[src/include/decode_defines.svh]
`ifndef DECODE_DEFINES_SVH
`define DECODE_DEFINES_SVH

// Datapath widths of the decode stage
`define INSN_W      32
`define PC_W        32
`define REG_IDX_W   5

// ALU0 immediate holds the 20-bit LU12I field or a 12-bit field
`define ALU_IMM_W   20

// Branch immediate holds the 26-bit B/BL offset
`define BRU_IMM_W   26

// BL writes its return address here
`define LINK_REG    1

`endif

[src/design/decode_pkg.sv]
`include "decode_defines.svh"

package decode_pkg;

    typedef enum logic [1:0] {
        IQ_NONE = 2'd0,
        IQ_ALU0 = 2'd1,
        IQ_ALU1 = 2'd2,
        IQ_BRU  = 2'd3
    } iq_e;

    typedef enum logic [4:0] {
        ALU0_LU12I = 5'd0,
        ALU0_SLTI  = 5'd1,
        ALU0_SLTUI = 5'd2,
        ALU0_ADDI  = 5'd3,
        ALU0_ANDI  = 5'd4,
        ALU0_ORI   = 5'd5,
        ALU0_XORI  = 5'd6,
        ALU0_ADD   = 5'd7,
        ALU0_SUB   = 5'd8,
        ALU0_SLT   = 5'd9,
        ALU0_SLTU  = 5'd10,
        ALU0_NOR   = 5'd11,
        ALU0_AND   = 5'd12,
        ALU0_OR    = 5'd13,
        ALU0_XOR   = 5'd14,
        ALU0_SLL   = 5'd15,
        ALU0_SRL   = 5'd16,
        ALU0_SRA   = 5'd17,
        ALU0_SLLI  = 5'd21,     // 18..20 held the counter reads
        ALU0_SRLI  = 5'd22,
        ALU0_SRAI  = 5'd23
    } alu0_op_e;

    typedef enum logic [2:0] {
        ALU1_DIV   = 3'd0,
        ALU1_MOD   = 3'd1,
        ALU1_DIVU  = 3'd2,
        ALU1_MODU  = 3'd3,
        ALU1_MUL   = 3'd4,
        ALU1_MULH  = 3'd5,
        ALU1_MULHU = 3'd6
    } alu1_op_e;

    typedef enum logic [3:0] {
        BRU_PCADDU12I = 4'd0,
        BRU_JIRL      = 4'd1,
        BRU_B         = 4'd2,
        BRU_BL        = 4'd3,
        BRU_BEQ       = 4'd4,
        BRU_BNE       = 4'd5,
        BRU_BLT       = 4'd6,
        BRU_BGE       = 4'd7,
        BRU_BLTU      = 4'd8,
        BRU_BGEU      = 4'd9
    } bru_op_e;

    typedef struct packed {
        logic                   valid;
        logic [`PC_W-1:0]       pc;
        logic [`INSN_W-1:0]     insn;
    } fetch_pkt_t;

    typedef struct packed {
        alu0_op_e               alu0_op;
        alu1_op_e               alu1_op;
        bru_op_e                bru_op;
        logic [`ALU_IMM_W-1:0]  alu_imm;
        logic [`BRU_IMM_W-1:0]  bru_imm;
    } op_fields_t;

    typedef struct packed {
        logic                   dst_en;
        logic [`REG_IDX_W-1:0]  dst;
        logic                   src1_en;
        logic [`REG_IDX_W-1:0]  src1;
        logic                   src2_en;
        logic [`REG_IDX_W-1:0]  src2;
    } reg_fields_t;

    typedef struct packed {
        logic                   valid;
        iq_e                    queue;
        op_fields_t             ops;
        reg_fields_t            regs;
    } uop_t;

endpackage

[src/design/iq_classifier.sv]
`timescale 1ns/1ps
`include "decode_defines.svh"

module iq_classifier (
    input  logic [`INSN_W-1:0] insn,
    input  logic               valid,
    output decode_pkg::iq_e    queue
);

    logic is_lu12i;
    logic is_pcaddu;
    logic is_branch;
    logic is_imm_op;
    logic is_shift_imm;
    logic is_reg_op;
    logic is_mul;
    logic is_div;
    logic rr_func_ok;

    always_comb begin
        case (insn[19:15])
            5'b00000, 5'b00010, 5'b00100, 5'b00101,
            5'b01000, 5'b01001, 5'b01010, 5'b01011,
            5'b01110, 5'b01111, 5'b10000: rr_func_ok = 1'b1;
            default: rr_func_ok = 1'b0;
        endcase
    end

    assign is_lu12i     = (insn[31:25] == 7'b0001010);
    assign is_pcaddu    = (insn[31:25] == 7'b0001110);
    assign is_branch    = (insn[31:26] >= 6'b010011) && (insn[31:26] <= 6'b011011);
    assign is_imm_op    = (insn[31:25] == 7'b0000001) &&
                          (insn[24:22] != 3'b011) && (insn[24:22] != 3'b100);
    assign is_shift_imm = (insn[31:20] == 12'b000000000100) &&
                          (insn[17:15] == 3'b001) && (insn[19:18] != 2'b11);
    assign is_reg_op    = (insn[31:20] == 12'b000000000001) && rr_func_ok;
    assign is_mul       = (insn[31:17] == 15'b000000000001110) && (insn[16:15] != 2'b11);
    assign is_div       = (insn[31:17] == 15'b000000000010000);

    always_comb begin
        queue = decode_pkg::IQ_NONE;
        if (valid) begin
            if (is_lu12i || is_imm_op || is_shift_imm || is_reg_op) begin
                queue = decode_pkg::IQ_ALU0;
            end else if (is_mul || is_div) begin
                queue = decode_pkg::IQ_ALU1;
            end else if (is_pcaddu || is_branch) begin
                queue = decode_pkg::IQ_BRU;
            end
        end
    end

endmodule

[src/design/op_decoder.sv]
`timescale 1ns/1ps
`include "decode_defines.svh"

module op_decoder (
    input  logic [`INSN_W-1:0]      insn,
    input  decode_pkg::iq_e         queue,
    output decode_pkg::op_fields_t  ops
);

    logic is_lu12i;
    logic is_b_bl;

    // Only LU12I has bit 28 set among the ALU0 encodings
    assign is_lu12i = insn[28];
    assign is_b_bl  = (insn[29:27] == 3'b010);

    always_comb begin
        ops = '0;
        case (queue)
            decode_pkg::IQ_ALU0: begin
                ops.alu_imm = is_lu12i ? insn[24:5] : {8'd0, insn[21:10]};
                if (is_lu12i) begin
                    ops.alu0_op = decode_pkg::ALU0_LU12I;
                end else if (insn[25]) begin     // 12-bit immediate forms
                    case (insn[24:22])
                        3'b000:  ops.alu0_op = decode_pkg::ALU0_SLTI;
                        3'b001:  ops.alu0_op = decode_pkg::ALU0_SLTUI;
                        3'b010:  ops.alu0_op = decode_pkg::ALU0_ADDI;
                        3'b101:  ops.alu0_op = decode_pkg::ALU0_ANDI;
                        3'b110:  ops.alu0_op = decode_pkg::ALU0_ORI;
                        3'b111:  ops.alu0_op = decode_pkg::ALU0_XORI;
                        default: ops.alu0_op = decode_pkg::ALU0_LU12I;
                    endcase
                end else if (insn[22]) begin     // Shift by ui5
                    case (insn[19:18])
                        2'b00:   ops.alu0_op = decode_pkg::ALU0_SLLI;
                        2'b01:   ops.alu0_op = decode_pkg::ALU0_SRLI;
                        2'b10:   ops.alu0_op = decode_pkg::ALU0_SRAI;
                        default: ops.alu0_op = decode_pkg::ALU0_LU12I;
                    endcase
                end else begin
                    case (insn[19:15])
                        5'b00000: ops.alu0_op = decode_pkg::ALU0_ADD;
                        5'b00010: ops.alu0_op = decode_pkg::ALU0_SUB;
                        5'b00100: ops.alu0_op = decode_pkg::ALU0_SLT;
                        5'b00101: ops.alu0_op = decode_pkg::ALU0_SLTU;
                        5'b01000: ops.alu0_op = decode_pkg::ALU0_NOR;
                        5'b01001: ops.alu0_op = decode_pkg::ALU0_AND;
                        5'b01010: ops.alu0_op = decode_pkg::ALU0_OR;
                        5'b01011: ops.alu0_op = decode_pkg::ALU0_XOR;
                        5'b01110: ops.alu0_op = decode_pkg::ALU0_SLL;
                        5'b01111: ops.alu0_op = decode_pkg::ALU0_SRL;
                        5'b10000: ops.alu0_op = decode_pkg::ALU0_SRA;
                        default:  ops.alu0_op = decode_pkg::ALU0_LU12I;
                    endcase
                end
            end
            decode_pkg::IQ_ALU1: begin
                case ({insn[21], insn[16:15]})  // Bit 21 splits divide from multiply
                    3'b100:  ops.alu1_op = decode_pkg::ALU1_DIV;
                    3'b101:  ops.alu1_op = decode_pkg::ALU1_MOD;
                    3'b110:  ops.alu1_op = decode_pkg::ALU1_DIVU;
                    3'b111:  ops.alu1_op = decode_pkg::ALU1_MODU;
                    3'b000:  ops.alu1_op = decode_pkg::ALU1_MUL;
                    3'b001:  ops.alu1_op = decode_pkg::ALU1_MULH;
                    3'b010:  ops.alu1_op = decode_pkg::ALU1_MULHU;
                    default: ops.alu1_op = decode_pkg::ALU1_DIV;
                endcase
            end
            decode_pkg::IQ_BRU: begin
                if (!insn[30]) begin
                    ops.bru_op  = decode_pkg::BRU_PCADDU12I;
                    ops.bru_imm = {6'd0, insn[24:5]};
                end else begin
                    case (insn[29:26])
                        4'b0011: ops.bru_op = decode_pkg::BRU_JIRL;
                        4'b0100: ops.bru_op = decode_pkg::BRU_B;
                        4'b0101: ops.bru_op = decode_pkg::BRU_BL;
                        4'b0110: ops.bru_op = decode_pkg::BRU_BEQ;
                        4'b0111: ops.bru_op = decode_pkg::BRU_BNE;
                        4'b1000: ops.bru_op = decode_pkg::BRU_BLT;
                        4'b1001: ops.bru_op = decode_pkg::BRU_BGE;
                        4'b1010: ops.bru_op = decode_pkg::BRU_BLTU;
                        4'b1011: ops.bru_op = decode_pkg::BRU_BGEU;
                        default: ops.bru_op = decode_pkg::BRU_PCADDU12I;
                    endcase
                    // offs26 is split, high half sits in bits 9:0
                    ops.bru_imm = is_b_bl ? {insn[9:0], insn[25:10]} : {10'd0, insn[25:10]};
                end
            end
            default: ;
        endcase
    end

endmodule

[src/design/operand_decoder.sv]
`timescale 1ns/1ps
`include "decode_defines.svh"

module operand_decoder (
    input  logic [`INSN_W-1:0]      insn,
    input  decode_pkg::iq_e         queue,
    output decode_pkg::reg_fields_t regs
);

    logic is_jirl;
    logic is_bl;
    logic is_pcaddu;
    logic is_cond_br;
    logic is_lu12i;
    logic is_rr_op;

    assign is_jirl    = (insn[31:26] == 6'b010011);
    assign is_bl      = (insn[31:26] == 6'b010101);
    assign is_pcaddu  = !insn[30];       // Only BRU encoding with bit 30 low
    assign is_cond_br = insn[30] && (insn[29:26] >= 4'b0110);
    assign is_lu12i   = insn[28];
    assign is_rr_op   = (insn[31:20] == 12'b000000000001);

    always_comb begin
        regs = '0;
        if (queue != decode_pkg::IQ_NONE) begin
            regs.src1 = insn[9:5];
            regs.dst  = (queue == decode_pkg::IQ_BRU && is_bl) ?
                        `REG_IDX_W'(`LINK_REG) : insn[4:0];
            // Conditional branches compare rj against rd
            regs.src2 = (queue == decode_pkg::IQ_BRU && is_cond_br) ?
                        insn[4:0] : insn[14:10];
        end
        case (queue)
            decode_pkg::IQ_ALU0: begin
                regs.dst_en  = 1'b1;
                regs.src1_en = !is_lu12i;
                regs.src2_en = is_rr_op;
            end
            decode_pkg::IQ_ALU1: begin
                regs.dst_en  = 1'b1;
                regs.src1_en = 1'b1;
                regs.src2_en = 1'b1;
            end
            decode_pkg::IQ_BRU: begin
                regs.dst_en  = is_jirl || is_bl || is_pcaddu;
                regs.src1_en = is_jirl || is_cond_br;
                regs.src2_en = is_cond_br;
            end
            default: ;
        endcase
    end

endmodule

[src/design/decode_stage_reg.sv]
`timescale 1ns/1ps
`include "decode_defines.svh"

module decode_stage_reg (
    input  logic                    clk,
    input  logic                    rst_n,
    input  logic                    flush,
    input  logic                    hold,
    input  logic                    valid,
    input  logic [`PC_W-1:0]        pc,
    input  decode_pkg::iq_e         queue,
    input  decode_pkg::op_fields_t  ops,
    input  decode_pkg::reg_fields_t regs,
    output decode_pkg::uop_t        uop,
    output logic [`PC_W-1:0]        pc_out,
    output logic                    illegal
);

    logic take;

    assign take = !flush && !hold;

    always_ff @(posedge clk or negedge rst_n) begin
        if (!rst_n) begin
            uop     <= '0;
            illegal <= 1'b0;
        end else if (flush) begin       // Flush wins over hold
            uop     <= '0;
            illegal <= 1'b0;
        end else if (!hold) begin
            uop.valid <= valid && (queue != decode_pkg::IQ_NONE);
            uop.queue <= valid ? queue : decode_pkg::IQ_NONE;
            uop.ops   <= valid ? ops : '0;
            uop.regs  <= valid ? regs : '0;
            illegal   <= valid && (queue == decode_pkg::IQ_NONE);
        end
    end

    always_ff @(posedge clk or negedge rst_n) begin
        if (!rst_n) begin
            pc_out <= '0;
        end else if (take && valid) begin  // Unchanged by flush or bubbles
            pc_out <= pc;
        end
    end

endmodule

[src/design/decode_top.sv]
`timescale 1ns/1ps
`include "decode_defines.svh"

module decode_top (
    input  logic                    clk,
    input  logic                    rst_n,
    input  decode_pkg::fetch_pkt_t  fetch,
    input  logic                    hold,
    input  logic                    flush,
    output decode_pkg::uop_t        uop,
    output logic [`PC_W-1:0]        pc_out,
    output logic                    illegal
);

    decode_pkg::iq_e         queue;
    decode_pkg::op_fields_t  ops;
    decode_pkg::reg_fields_t regs;

    iq_classifier u_iq_classifier (
        .insn   (fetch.insn),
        .valid  (fetch.valid),
        .queue  (queue)
    );

    op_decoder u_op_decoder (
        .insn   (fetch.insn),
        .queue  (queue),
        .ops    (ops)
    );

    operand_decoder u_operand_decoder (
        .insn   (fetch.insn),
        .queue  (queue),
        .regs   (regs)
    );

    decode_stage_reg u_decode_stage_reg (
        .clk     (clk),
        .rst_n   (rst_n),
        .flush   (flush),
        .hold    (hold),
        .valid   (fetch.valid),
        .pc      (fetch.pc),
        .queue   (queue),
        .ops     (ops),
        .regs    (regs),
        .uop     (uop),
        .pc_out  (pc_out),
        .illegal (illegal)
    );

endmodule

[config.mk]
export PLATFORM = sky130hd
export DESIGN_NAME = decode_top
export DESIGN_NICKNAME = d
export VERILOG_FILES = /design/src/design/decode_pkg.sv /design/src/design/iq_classifier.sv /design/src/design/op_decoder.sv /design/src/design/operand_decoder.sv /design/src/design/decode_stage_reg.sv /design/src/design/decode_top.sv
export VERILOG_INCLUDE_DIRS = /design/src /design/src/include
export SDC_FILE = /design/constraint.sdc
export NUM_CORES = 1
export LEC_CHECK = 0
export BUFFER_PORTS_ARGS = -buffer_cell sky130_fd_sc_hd__buf_2
export CORE_AREA = 2 2 121 123
export CTS_CLUSTER_SIZE = 25
export DETAILED_ROUTE_END_ITERATION = 16
export DIE_AREA = 0 0 123 125
export SETUP_SLACK_MARGIN = 0.15
export SYNTH_ARGS = -nofsm -noshare
export SYNTH_HDL_FRONTEND = slang
export SYNTH_SLANG_ARGS = --single-unit
[constraint.sdc]
create_clock -name clk -period 1.4 [get_ports clk]
set_input_delay 0.07 -clock clk [delete_from_list [all_inputs] [get_ports clk]]
set_output_delay 0.07 -clock clk [all_outputs]
set_load 0.02 [all_outputs]
* Yosys cells after proc, flatten, opt, wreduce, memory -nomap -nowiden
Memory sizes are Yosys's and may differ from the RTL's.
Index checks and enable logic that the tools add are counted.
W data, S select, Z words.
** Storage, ports and cells
- Word-level logic and storage cells :: 118
- Flip-flop bits (word level) :: 112
- Output and inout port bits :: 112
- Memory bits (read-only) :: 256
- Input bits :: 69
- Memories :: 3
** Memory list
- (name not given) :: words 32, bits a word 5, read ports 1, clocked after memory_dff 0, wr ports 0, line op_decoder.sv:42 : case (insn[19:15])
- (name not given) :: words 16, bits a word 4, read ports 1, clocked after memory_dff 0, wr ports 0, line op_decoder.sv:75 : case (insn[29:26])
- (name not given) :: words 32, bits a word 1, read ports 1, clocked after memory_dff 0, wr ports 0, line iq_classifier.sv:21 : case (insn[19:15])
** Operators by class
- Magnitude comparators :: 3
- Multiplexer cells :: 34
- Reductions and logical operators :: 32
- Equality and inequality tests :: 31
** Operator list (count)
- $mux W79 :: 2
- $mux W26 :: 3
- $mux W58 :: 1
- $mux W5 :: 9
- $mux W20 :: 2
- $pmux W3 S6 :: 2
- $eq A3 B3 Y1 const B :: 6
- $mux W18 :: 1
- $eq A15 B4 Y1 const B :: 1
- $eq A15 B5 Y1 const B :: 1
- $pmux W5 S3 :: 1
- $eq A7 B4 Y1 const B :: 2
- $logic_and A1 B1 Y1 :: 14
- $eq A12 B1 Y1 const B :: 1
- $eq A12 B3 Y1 const B :: 1
- $eq A6 B5 Y1 const B :: 2
- $mux W2 :: 5
- $eq A3 B1 Y1 const B :: 3
- $eq A3 B2 Y1 const B :: 3
- $logic_or A1 B1 Y1 :: 8
- $mux W4 :: 2
- $eq A7 B1 Y1 const B :: 1
- $eq A2 B2 Y1 const B :: 3
- $ge A6 B5 Y1 const B :: 1
- other kinds (16) :: 25

* Longest topological paths before layout
Gate-level depths: netlist of the first run.
- Depth after elaboration :: 15
- Depth in mapped cells :: 9

* Cells and area by module
From an unflattened synthesis of the first run, not the netlist that was laid out.
** Second synthesis, totals
- Cell total of the unflattened synthesis :: 675
- Area, all modules :: 6336.1 um2
** By module, submodules not included
- decode_stage_reg :: instances 1, area an instance 4635.7 um2, cells each 421, seq. area each 2802.7 um2
- op_decoder :: instances 1, area an instance 1072.3 um2, cells each 163, seq. area each 0.0 um2
- operand_decoder :: instances 1, area an instance 375.4 um2, cells each 55, seq. area each 0.0 um2
- iq_classifier :: instances 1, area an instance 252.7 um2, cells each 36, seq. area each 0.0 um2

* Least setup slack after synthesis of the first run
No wires, ideal clock.
- Path kind :: input to register
- From :: in fetch[15] in the netlist's numbering
- To :: reg, netlist name u_decode_stage_reg.uop[78]
- Setup time :: 0.132 ns
- Required time :: 1.268 ns
- Arrival time :: 1.583 ns
- Buffers on the path :: 2
- Stages :: 9
- Setup slack :: -0.315 ns
- Cell sequence :: clkbuf_1 -> inv_1 -> ha_1 -> nor4bb_1 -> a21oi_1 -> a21oi_1 -> nor3_4 -> buf_6 -> o21ai_1
** On the way
- Word-level cells in the longest chain between the ends :: 11
** RTL lines
- from (decl) :: line decode_top.sv:7 : input decode_pkg::fetch_pkt_t fetch,
- branches (longest 5 deep; another with $mem_v2 Z32 W1)
- $mux W2 * :: line iq_classifier.sv:43 : if (is_lu12i || is_imm_op || is_shift_imm || is_reg_op) begin
- $mux W2 * :: line iq_classifier.sv:42 : if (valid) begin
- $reduce_bool A2 Y1 * :: line decode_stage_reg.sv:31 : uop.valid <= valid && (queue != decode_pkg::IQ_NONE);
- $logic_and A1 B1 Y1 * :: line decode_stage_reg.sv:31
- $mux W79 * :: line decode_stage_reg.sv:30 : end else if (!hold) begin
- $mux W79 * :: line decode_stage_reg.sv:27 : end else if (flush) begin
Every way passes the cells marked *. The select of a mux whose other input is x is not followed.
A chain may end at the register's enable or synchronous reset.

* Worst setup path in the final report of the first run
- From :: in fetch[23] in the netlist's numbering
- To :: reg u_decode_stage_reg.illegal
** On the way
- Word-level cells in the longest chain between the ends :: 12
** RTL lines
- branches (longest 6 deep; another with $eq A15 B4 Y1)
- $mux W2 * :: line iq_classifier.sv:43
- $mux W2 * :: line iq_classifier.sv:42
- $logic_not A2 Y1 * :: line decode_stage_reg.sv:35 : illegal <= valid && (queue == decode_pkg::IQ_NONE);
- $logic_and A1 B1 Y1 * :: line decode_stage_reg.sv:35
- $mux W1 * :: line decode_stage_reg.sv:30
- $mux W1 * :: line decode_stage_reg.sv:27
- to (signal assigned) :: line decode_stage_reg.sv:35
- to (decl) :: line decode_stage_reg.sv:16 : output logic illegal
Marked as above.

==> key figures, run 1 <==
Global routing
  • GR peak layer: met2
  • Global-route wire length before repair: around 28000 um
  • Global route overflow: 0
  • Met3 Use GR: 0.0370
  • GRT Overall Usage: 0.230
  • Met2 Track Usage GR: 0.382
  • Largest net degree at the start of global routing: 47
  • Initial antenna violation count: 1
  • Vias in the first global route: 5279
  • Met1 Use GR: 0.303

Final layout
  • Final instance area: 8180 um2
  • Layout cells sized above 1: 0.433
  • ANT cells: 0
  • Fin nets: approximately 920
  • Final core occ: 0.576
  • Area Growth Syn to Fin: 47.4%

Run
  • MaxCap Viol Count: 0

STA
  • Hold slack final: 10.9 ps
  • Min cycle time layout: ~1300 ps
  • Slew margin rel.: 0.643
  • Final Max Slew Viols: 0
  • FMAX: a little under 0.8 GHz
  • Post-route setup TNS: 0 ps
  • Post-route setup slack: around 140 ps
  • Final hold viol count: 0
  • Worst Tran Pin Value: approximately 530 ps
  • Clk_skew: 0 ps
  • Fin crit share: 0.902
  • RSZ-0062 raised after global routing: yes
  • Final setup viols: 0

Logic synthesis
  • Register area share after synthesis: 0.505
  • Synth Area in Compound Gates: 0.164
  • Top cells by area, synth: dfrtp_1 (51%), nand2_1 (12%), mux2i_1 (6.1%)
  • Mapped Cells: approximately 570
  • Synth Register Bits: 112
  • Post-synthesis adder-cell area fraction: 0.0158
  • Top-count cell post-synth: nand2_1
  • Post-synth EDFFs: 0
  • Mapped Avg Cell Area: approximately 9.7 um2
  • Syn_nets: roughly 650
  • Primary FF master, synth: dfrtp_1
  • Area leader, netlist: dfrtp_1
  • Cell variety after synth: slightly above 60
  • Largest family of logic cells by synthesized area: simple AND/OR/NAND/NOR gates
  • Mux contribution to synthesized area: 0.0654
  • FFs w/ async S/R, synth: 1.00
  • Synthesized area: about 5500 um2
  • Yosys top cell area share: 0.505
  • Synth top cells by count: nand2_1 (183), dfrtp_1 (112), o21ai_2 (37), mux2i_1 (34), clkbuf_1 (27)
  • Simple-gate share of the synthesized area: 0.199
  • Synth warn: 0
  • XOR/XNOR Fraction of Synth Area: 0.00158

Critical path
  • Crit Path Category: input port to register
  • Crit-path cells: buf_2, nor4_4, buf_4, nand4b_1, o22ai_2, nor3_4, buf_12, a22o_1
  • Slowest stage cell, crit path: nor4_4
  • Slowest stage delay, CP: roughly 320 ps
  • Worst EP arrival: ~1500 ps
  • Setup crit end kind: register
  • Worst Path Max Fanout: 17
  • Required time worst endpoint: between 1500 and 2000 ps
  • Critical Path Start Type: input port

CTS
  • CTS buffer count: 9
  • H-tree levels: 3
  • CTS Buffer Depth: 2
  • CTS root buffer: clkbuf_16
  • CTS clock-pin slew for the worst setup and hold paths: roughly 70 ps
  • TritonCTS clock tree: done
  • Clock Latency Late Sink: roughly 350 ps
  • TritonCTS sink count: approximately 110

Floorplan
  • Height of the die: roughly 130 um
  • Core Rows: 44
  • I/O pin count: about 180
  • Core Region: roughly 14000 um2
  • Die Footprint: around 15000 um2
  • Die Wd: 123 um
  • Initial core utilization: 0.391

Power
  • P per Cell Area: a little over 900 nW/um2
  • Leakage: 4.24 nW
  • IR drop worst, VDD: 0.000526 V

Routing
  • Via count: between 5000 and 6000
  • DRC: 0
  • Via-to-Cell Ratio: 5.10
  • Routed len/inst: roughly 17 um
  • DR pass1 iterations: 4
  • Detailed Route WL: around 17000 um
  • Post-route ant nets: 0
  • DRT iter0 DRCs: between 200 and 300

Placed design
  • Place WS: -304 ps
  • Post-DP Area: 7180 um2
  • Placer Congestion: between 0.8 and 0.9
  • Port Buf Inserts: 180
  • Half-perimeter wire length after placement: approximately 13000 um

Min path
  • HP Class: input port to register

Outcome
  • Status: finished, final reports clean
[power breakdown]
group          total [mW]  internal (mW)  leakage (nW)  switching [mW]
Clock                2.54           1.33         0.141            1.21
Sequential           3.49           3.40          1.51          0.0903
Combinational        1.53          0.632          2.58           0.894
[cells by family after synthesis]
group | Yosys count
buffers and inverters | 56
and+or+nand+nor | 243
xor gates and xnor gates | 1
AOI/OAI and AO/OA | 118
DFF | 112
adders and majority gates | 7
muxes | 35
[area by class of cell]
type,count,area (um2)
flip-flops and latches,112,2800
inverters,9,43.8
fillers,1277,6030
multi-input cells,404,2710
clock inverters,4,36.3
clock buffers,12,256
well taps,184,230
repair buffers,306,2100
[layout by cell type (no fill, tap or decap), types with 3 or more instances in the layout]
cell type,n
nor3_1,3
buf_6,13
ha_1,4
a22o_1,9
nor2_1,5
mux2i_1,33
buf_4,77
nand3_1,7
o31ai_2,7
a21oi_1,11
o31ai_1,3
o21ai_1,16
nor3_4,3
o21ai_2,37
dfrtp_1,112
nand2_1,182
inv_1,7
nand4b_1,3
nand4_1,3
o21ai_0,6
clkbuf_16,9
dlygate4sd3_1,40
buf_12,5
nor2b_1,7
nand2b_1,5
buf_2,169
[sequential cells by signal, summed over array words and instances, names as in the netlist]
signal and cells:
u_decode_stage_reg.illegal 1, u_decode_stage_reg.pc_out 32, u_decode_stage_reg.uop 79
[routing by layer]
layer,part of all wire,vias up
li1,-,2485
met1,0.43,2580
met2,0.50,154
met3,0.050,35
met4,0.027,2
met5,0.00075,-
[path summary, 6_finish.rpt]
kind,from,end,slack (ps),cells past startpoint
setup / recovery,fetch[23],u_decode_stage_reg.illegal,140,8
hold / removal,fetch[9],u_decode_stage_reg.uop[43],10,2
setup reg to reg,u_decode_stage_reg.uop[5],u_decode_stage_reg.uop[5],600,2
hold reg to reg,u_decode_stage_reg.uop[51],u_decode_stage_reg.uop[51],470,2
max in group asynchronous,rst_n,u_decode_stage_reg.uop[41],640,3
min in group asynchronous,rst_n,u_decode_stage_reg.uop[59],190,2
[per-stage QoR]
stage	power [mW]	cells
2_1_floorplan	4.29	572
3_3_place_gp	4.90	963
3_5_place_dp	4.93	963
4_1_cts	7.58	1021
5_1_grt	7.90	1031
6_report	7.55	1031
[critical path, delay by kind of cell]
kind                   cells  cell delay [ps]
AO/OA/AOI/OAI              2              420
buffers and inverters      3              470
AND/OR/NAND/NOR            3              540
[repair_timing]
item / in CTS / in global routing
gates resized for setup: 8 / 47
endpoints found under the setup margin: 41 / 50
hold endpoints to repair: 66 / 0
pin swaps: 6 / 16
buffers inserted: 2 / 10
hold buffers: 40 / 0
(Power assumes the default switching activity.)
==> run 2: changes to the inputs <==
--- a/config.mk
+++ b/config.mk
@@ -7,11 +7,12 @@
 export NUM_CORES = 1
 export LEC_CHECK = 0
 export BUFFER_PORTS_ARGS = -buffer_cell sky130_fd_sc_hd__buf_2
-export CORE_AREA = 2 2 121 123
+export CORE_AREA = 2 2 129 131
 export CTS_CLUSTER_SIZE = 25
 export DETAILED_ROUTE_END_ITERATION = 16
-export DIE_AREA = 0 0 123 125
+export DIE_AREA = 0 0 131 133
 export SETUP_SLACK_MARGIN = 0.15
 export SYNTH_ARGS = -nofsm -noshare
 export SYNTH_HDL_FRONTEND = slang
+export SYNTH_HIERARCHICAL = 1
 export SYNTH_SLANG_ARGS = --single-unit
==> key figures, run 2 <==
Outcome
  • Status: finished with violations
  • Failing checks: negative setup slack

Floorplan
  • I/O pin count: between 150 and 200
  • Height of the die: between 100 and 150 um
  • Die Wd: around 130 um
  • Die Footprint: between 15000 and 20000 um2
  • Initial core utilization: 0.392
  • Core Region: about 16000 um2
  • Core Rows: 47

STA
  • Final Max Slew Viols: 0
  • Clk_skew: 0 ps
  • Final setup viols: between 70 and 80
  • Slew margin rel.: 0.634
  • Fin crit share: 1.37
  • FMAX: roughly 0.52 GHz
  • Hold slack final: between 100 and 150 ps
  • RSZ-0062 raised after global routing: yes
  • Post-route setup slack: -512 ps
  • Min cycle time layout: ~1900 ps
  • Worst Tran Pin Value: between 500 and 600 ps
  • Final hold viol count: 0

Placed design
  • Half-perimeter wire length after placement: 13600 um
  • Place WS: -924 ps
  • Placer Congestion: between 0.8 and 0.9
  • Post-DP Area: just under 8000 um2
  • Port Buf Inserts: 180

Critical path
  • RR Startpoint: u_decode_stage_reg/pc_out[12]
  • Worst EP arrival: 2200 ps
  • Required time worst endpoint: about 1700 ps
  • Slowest stage cell, crit path: or4b_4
  • Critical Path Start Type: input port
  • Crit path top cell by count: a21oi_2
  • Worst Path Max Fanout: 4
  • Critical path buffers and inverters: 2
  • Setup crit end kind: register
  • Crit-path cells: buf_6, or4b_4, a21oi_2, o2111ai_2, o211ai_2, buf_6, ha_4, nor4b_4, nand4_1, a21oi_2, nand3b_1, a21oi_2
  • Crit Path Category: input port to register
  • CP delay by family, top: simple AND/OR/NAND/NOR gates
  • Crit. Startpoint: fetch[23]
  • Slowest stage delay, CP: between 500 and 600 ps

Routing
  • Post-route ant nets: 0
  • DRC: 0
  • Detailed Route WL: about 20000 um
  • DR pass1 iterations: 5
  • DRT iter0 DRCs: ~380
  • Via-to-Cell Ratio: ~5.2
  • Routed len/inst: around 17 um
  • Via count: ~6000

Power
  • P_int: between 5 and 6 mW
  • Comb pwr share: 0.223
  • Leakage: around 4.2 nW
  • P per Cell Area: 880 nW/um2
  • IR drop worst, VDD: ~0.00058 V
  • Clock share of power: 0.348
  • Power share of the sequential group: 0.429
  • Sw Share: 0.308
  • Psw: roughly 2.5 mW

Final layout
  • Area Growth Syn to Fin: 46.6%
  • Most frequent cells in the layout: buf_2 (174), dfrtp_1 (112), nand2_1 (85), a21oi_1 (85), nand3b_1 (78)
  • Final instance area: 9290 um2
  • Biggest regs: u_decode_stage_reg/uop: 79 flops, u_decode_stage_reg/pc_out: 32 flops, u_decode_stage_reg/illegal: 1 flops
  • Multi-input combinational cell area: between 3000 and 4000 um2
  • Final core occ: 0.575
  • Commonest non-fill, non-tap cell in the layout: buf_2
  • Layout cells sized above 1: 0.395
  • Fin nets: between 1000 and 1500
  • Max reg flops: 79
  • Reg with most FFs: u_decode_stage_reg/uop
  • Fill cells: 1433
  • ANT cells: 0
  • Reg area: approximately 2800 um2

Global routing
  • Global route overflow: 0
  • Global-route wire length before repair: approximately 32000 um
  • Initial antenna violation count: 0
  • Vias in the first global route: 6064
  • GRT Overall Usage: 0.233
  • Largest net degree at the start of global routing: about 160

Run
  • MaxCap Viol Count: 0

Logic synthesis
  • Synth top cells by count: dfrtp_1 (112), a21oi_1 (101), nand2_1 (86), nand3b_1 (78), nor2_1 (42)
  • FFs w/ async S/R, synth: 1.00
  • Syn_nets: roughly 760
  • Area leader, netlist: dfrtp_1
  • Mapped Cells: between 600 and 700
  • Register area share after synthesis: 0.442
  • Cell variety after synth: 55
  • Post-synth EDFFs: 0
  • Primary FF master, synth: dfrtp_1
  • Top-count cell post-synth: dfrtp_1
  • Synth Register Bits: approximately 110
  • Synth warn: 6
  • Yosys top cell area share: 0.442
  • Synthesized area: roughly 6300 um2
  • Mapped Avg Cell Area: 9.39 um2
  • Top cells by area, synth: dfrtp_1 (44%), nand3b_1 (9.2%), a21oi_1 (8.0%)

CTS
  • CTS root buffer: clkbuf_16
  • Clock Latency Late Sink: about 360 ps
  • CTS clock-pin slew for the worst setup and hold paths: roughly 80 ps
  • TritonCTS clock tree: done
  • CTS Buffer Depth: 2
  • H-tree levels: 3
  • CTS buffer count: 9
  • TritonCTS sink count: 112

Min path
  • Worst hold start: fetch[5]
  • HP Class: input port to register
run 2: per-stage QoR:
step / cells / total power, mW / TNS, ps
after floorplan: 675 / 4.40 / -31040
after global placement: 1088 / 5.09 / -53360
after detailed placement: 1088 / 5.13 / -57720
after CTS: 1145 / 8.17 / -21090
after global routing: 1149 / 8.55 / -34770
final: 1149 / 8.18 / -28180
run 2: cell families (layout without fill, tap and decap cells):
group | Yosys count | count (layout) | share of synthesized area
muxes | 64 | 64 | 0.107
and+or+nand+nor | 285 | 285 | 0.256
buffers and inverters | 64 | 318 | 0.0452
DFF | 112 | 112 | 0.442
xor gates and xnor gates | 3 | 3 | 0.00415
adders and majority gates | 11 | 11 | 0.0217
AOI/OAI and AO/OA | 136 | 136 | 0.123
run 2: cell type report:
| cell class | count | share of cell area |
|---|---|---|
| Tap cell | 220 | 0.0296 |
| Clock inverter | 7 | 0.0110 |
| Inverter | 10 | 0.00431 |
| Clock buffer | 9 | 0.0242 |
| Multi-Input combinational cell | 499 | 0.402 |
| Sequential cell | 112 | 0.302 |
| Timing Repair Buffer | 292 | 0.227 |
run 2: power groups by stage:
stage	Sequential (mW)	Clock [mW]	Combinational, mW
final	3.51	2.84	1.82
after global routing	3.53	3.05	1.97
after CTS	3.51	2.91	1.76
after detailed placement	3.57	0	1.56
after global placement	3.55	0	1.54
after floorplan	3.81	0	0.593
run 2: worst min-delay path: cells and delay by family:
| kind | cells | cell delay, ps |
|---|---|---|
| simple gates | 2 | 190 |
| buf+inv | 1 | 120 |
| compound gates | 1 | 60 |
run 2: repair_timing:
| item | CTS | global route |
|---|---|---|
| pin swaps | 66 | 45 |
| endpoints found under the hold margin | 144 | 0 |
| gates resized for setup | 92 | 47 |
| cloned | 3 | 1 |
| setup buffers | 5 | 3 |
| endpoints found under the setup margin | 78 | 79 |
| hold buffers | 33 | 0 |
run 2: path summary, 6_finish.rpt:
| path | slack [ps] | end | cells past startpoint |
|---|---|---|---|
| min in group asynchronous | 160 | u_decode_stage_reg/uop[9] | 2 |
| hold reg to reg | 490 | u_decode_stage_reg/pc_out[2] | 1 |
| setup reg to reg | 580 | u_decode_stage_reg/pc_out[12] | 1 |
| setup / recovery | -510 | u_decode_stage_reg/uop[5] | 12 |
| max in group asynchronous | 690 | u_decode_stage_reg/pc_out[17] | 3 |
| hold / removal | 120 | u_decode_stage_reg/uop[6] | 4 |
run 2: layer usage:
layer | routed length (um) | global-route usage | up-vias | part of all wire
li1 | - | - | 2873 | -
met1 | 8730 | 0.305 | 2923 | 0.44
met2 | 9980 | 0.392 | 176 | 0.50
met3 | 1020 | 0.0384 | 23 | 0.051
met4 | 330 | 0.0715 | 0 | 0.016
met5 | 0 | 0 | - | 0
==> run 3: changes to the inputs <==
--- a/config.mk
+++ b/config.mk
@@ -8,6 +8,7 @@
 export LEC_CHECK = 0
 export BUFFER_PORTS_ARGS = -buffer_cell sky130_fd_sc_hd__buf_2
 export CORE_AREA = 2 2 129 131
+export CTS_BUF_LIST = sky130_fd_sc_hd__clkbuf_4
 export CTS_CLUSTER_SIZE = 25
 export DETAILED_ROUTE_END_ITERATION = 16
 export DIE_AREA = 0 0 131 133
==> key figures, run 3 (synthesis results as in run 2) <==
STA
  • Final hold viol count: 0
  • Final Max Slew Viols: 0
  • Min cycle time layout: between 1500 and 2000 ps
  • Worst Tran Pin Value: between 500 and 600 ps
  • RSZ-0062 raised after global routing: yes
  • Final setup viols: 73
  • FMAX: between 0.5 and 0.6 GHz
  • Post-route setup slack: -345 ps
  • Clk_skew: 0 ps
  • Slew margin rel.: 0.633
  • Fin crit share: 1.25

Final layout
  • Fin nets: about 1000
  • Most frequent cells in the layout: buf_2 (171), dfrtp_1 (112), a21oi_1 (88), nand2_1 (85), nand3b_1 (78)
  • Final core occ: 0.571
  • Biggest regs: u_decode_stage_reg/uop: 79 flops, u_decode_stage_reg/pc_out: 32 flops, u_decode_stage_reg/illegal: 1 flops
  • Final instance area: between 9000 and 10000 um2
  • Layout cells sized above 1: 0.383
  • Final cell count without fillers: about 1200
  • Area Growth Syn to Fin: 45.7%
  • Commonest non-fill, non-tap cell in the layout: buf_2
  • Reg with most FFs: u_decode_stage_reg/uop
  • Max reg flops: 79

Critical path
  • Critical Path Start Type: input port
  • Crit-path cells: buf_6, or4b_4, a21oi_2, o2111ai_2, o211ai_2, buf_6, ha_4, nor4b_4, nand4_1, a21oi_2, nand3b_1, a21oi_2
  • R2r setup slk: between 400 and 500 ps
  • R2r worst-path depth: 2
  • RR Startpoint: u_decode_stage_reg/pc_out[12]
  • Worst Path Max Fanout: 4
  • RR Endpoint: u_decode_stage_reg/pc_out[12]
  • Crit path top cell by count: a21oi_2
  • Crit Path Category: input port to register
  • Setup crit end kind: register
  • Crit. Startpoint: fetch[23]
  • Slowest stage delay, CP: 520 ps
  • Required time worst endpoint: around 1900 ps
  • Slowest stage cell, crit path: or4b_4
  • Worst EP arrival: 2200 ps

Routing
  • DR pass1 iterations: 6
  • Via-to-Cell Ratio: 5.21
  • DRT iter0 DRCs: 392
  • DRC: 0
  • Detailed Route WL: slightly above 20000 um
  • Via count: 6090
  • Post-route ant nets: 0
  • Routed len/inst: 17.3 um

Floorplan
  • Core Rows: 47
  • Core Region: between 15000 and 20000 um2
  • Height of the die: roughly 130 um
  • Die Wd: 131 um
  • Die Footprint: ~17000 um2
  • I/O pin count: ~180
  • Initial core utilization: 0.392

Global routing
  • Global-route wire length before repair: approximately 32000 um
  • Global route overflow: 0
  • Largest net degree at the start of global routing: ~160
  • GRT Overall Usage: 0.234
  • Initial antenna violation count: 1
  • Vias in the first global route: roughly 6200

CTS
  • H-tree levels: 3
  • CTS root buffer: clkbuf_4
  • TritonCTS clock tree: done
  • TritonCTS sink count: around 110
  • CTS Buffer Depth: 2
  • Clock Latency Late Sink: approximately 520 ps
  • CTS buffer count: 9
  • CTS clock-pin slew for the worst setup and hold paths: approximately 190 ps

Power
  • Leakage: around 4.2 nW
  • Total power draw: about 7.3 mW
  • P per Cell Area: just under 800 nW/um2
  • IR drop worst, VDD: roughly 0.00043 V

Min path
  • Number of cells on the worst hold path: 5
  • Worst hold start: fetch[14]
  • Worst hold endpoint: u_decode_stage_reg/uop[4]
  • HP Class: input port to register

Outcome
  • Failing checks: negative setup slack
  • Status: finished with violations

Placed design
  • Half-perimeter wire length after placement: around 14000 um
  • Placer Congestion: around 0.85
  • Placed cells: between 1000 and 1500
  • Port Buf Inserts: 180
  • Post-DP Area: just under 8000 um2
  • Place WS: -924 ps

Run
  • MaxCap Viol Count: 0
==> run 3: cell count changes in the layout (fill, tap and decap cells not counted), sizes merged <==
cell / delta
diode: +1
buf: +4
dlygate4sd3: +16
clkbuf: -1
==> run 3: worst max-delay path by stage <==
stage,to,slack (ps),cells after the start
finish,u_decode_stage_reg/uop[5],-340,12
global route,u_decode_stage_reg/uop[5],-420,12
CTS,u_decode_stage_reg/uop[11],-240,12
detailed placement,u_decode_stage_reg/uop[35],-920,12
global placement,u_decode_stage_reg/uop[5],-830,12
floorplan,u_decode_stage_reg/uop[16],-650,11
==> run 3: power by group <==
part / switching, mW / total [mW] / internal [mW]
combinational: 1.06 / 1.86 / 0.802
clock: 1.29 / 1.91 / 0.621
sequential: 0.0904 / 3.51 / 3.42
==> run 3: stage by stage <==
| stage | hold slack [ps] | setup TNS, ps |
|---|---|---|
| floorplan | -226 | -31040 |
| global placement | -1.71 | -53360 |
| detailed placement | -0.954 | -57720 |
| CTS | 19.4 | -7530 |
| global route | 57.6 | -20260 |
| finish | 48.8 | -15160 |
==> run 3: worst max-delay path, delay by kind of cell <==
family	cells	cell delay (ps)
AO/OA/AOI/OAI	5	750
adder cells (fa/ha/maj)	1	130
buffers and inverters	2	270
AND/OR/NAND/NOR	4	940
==> run 3: cell type report <==
type	instances	area, um2
sequential	112	2800
timing repair buffer	311	2260
inverter	10	40.0
multi-input combinational	499	3680
antenna	1	2.50
clock inverter	7	103
clock buffer	9	67.6
tap	220	275
fill	1465	6940
==> run 3: what timing repair did <==
| action | in CTS | in global routing |
|---|---|---|
| hold buffers | 49 | 0 |
| endpoints found under the hold margin | 168 | 0 |
| gates resized for setup | 98 | 34 |
| buffers inserted | 6 | 6 |
| gates cloned | 3 | 0 |
| pin swaps | 59 | 34 |
| endpoints found under the setup margin | 76 | 98 |
==> run 3: layer usage <==
| layer | track usage | vias up | wire (um) |
|---|---|---|---|
| met4 | 0.0792 | 0 | 355 |
| met3 | 0.0295 | 22 | 845 |
| met2 | 0.397 | 164 | 10100 |
| met5 | 0 | - | 0 |
| met1 | 0.308 | 2998 | 8950 |
| li1 | - | 2906 | - |
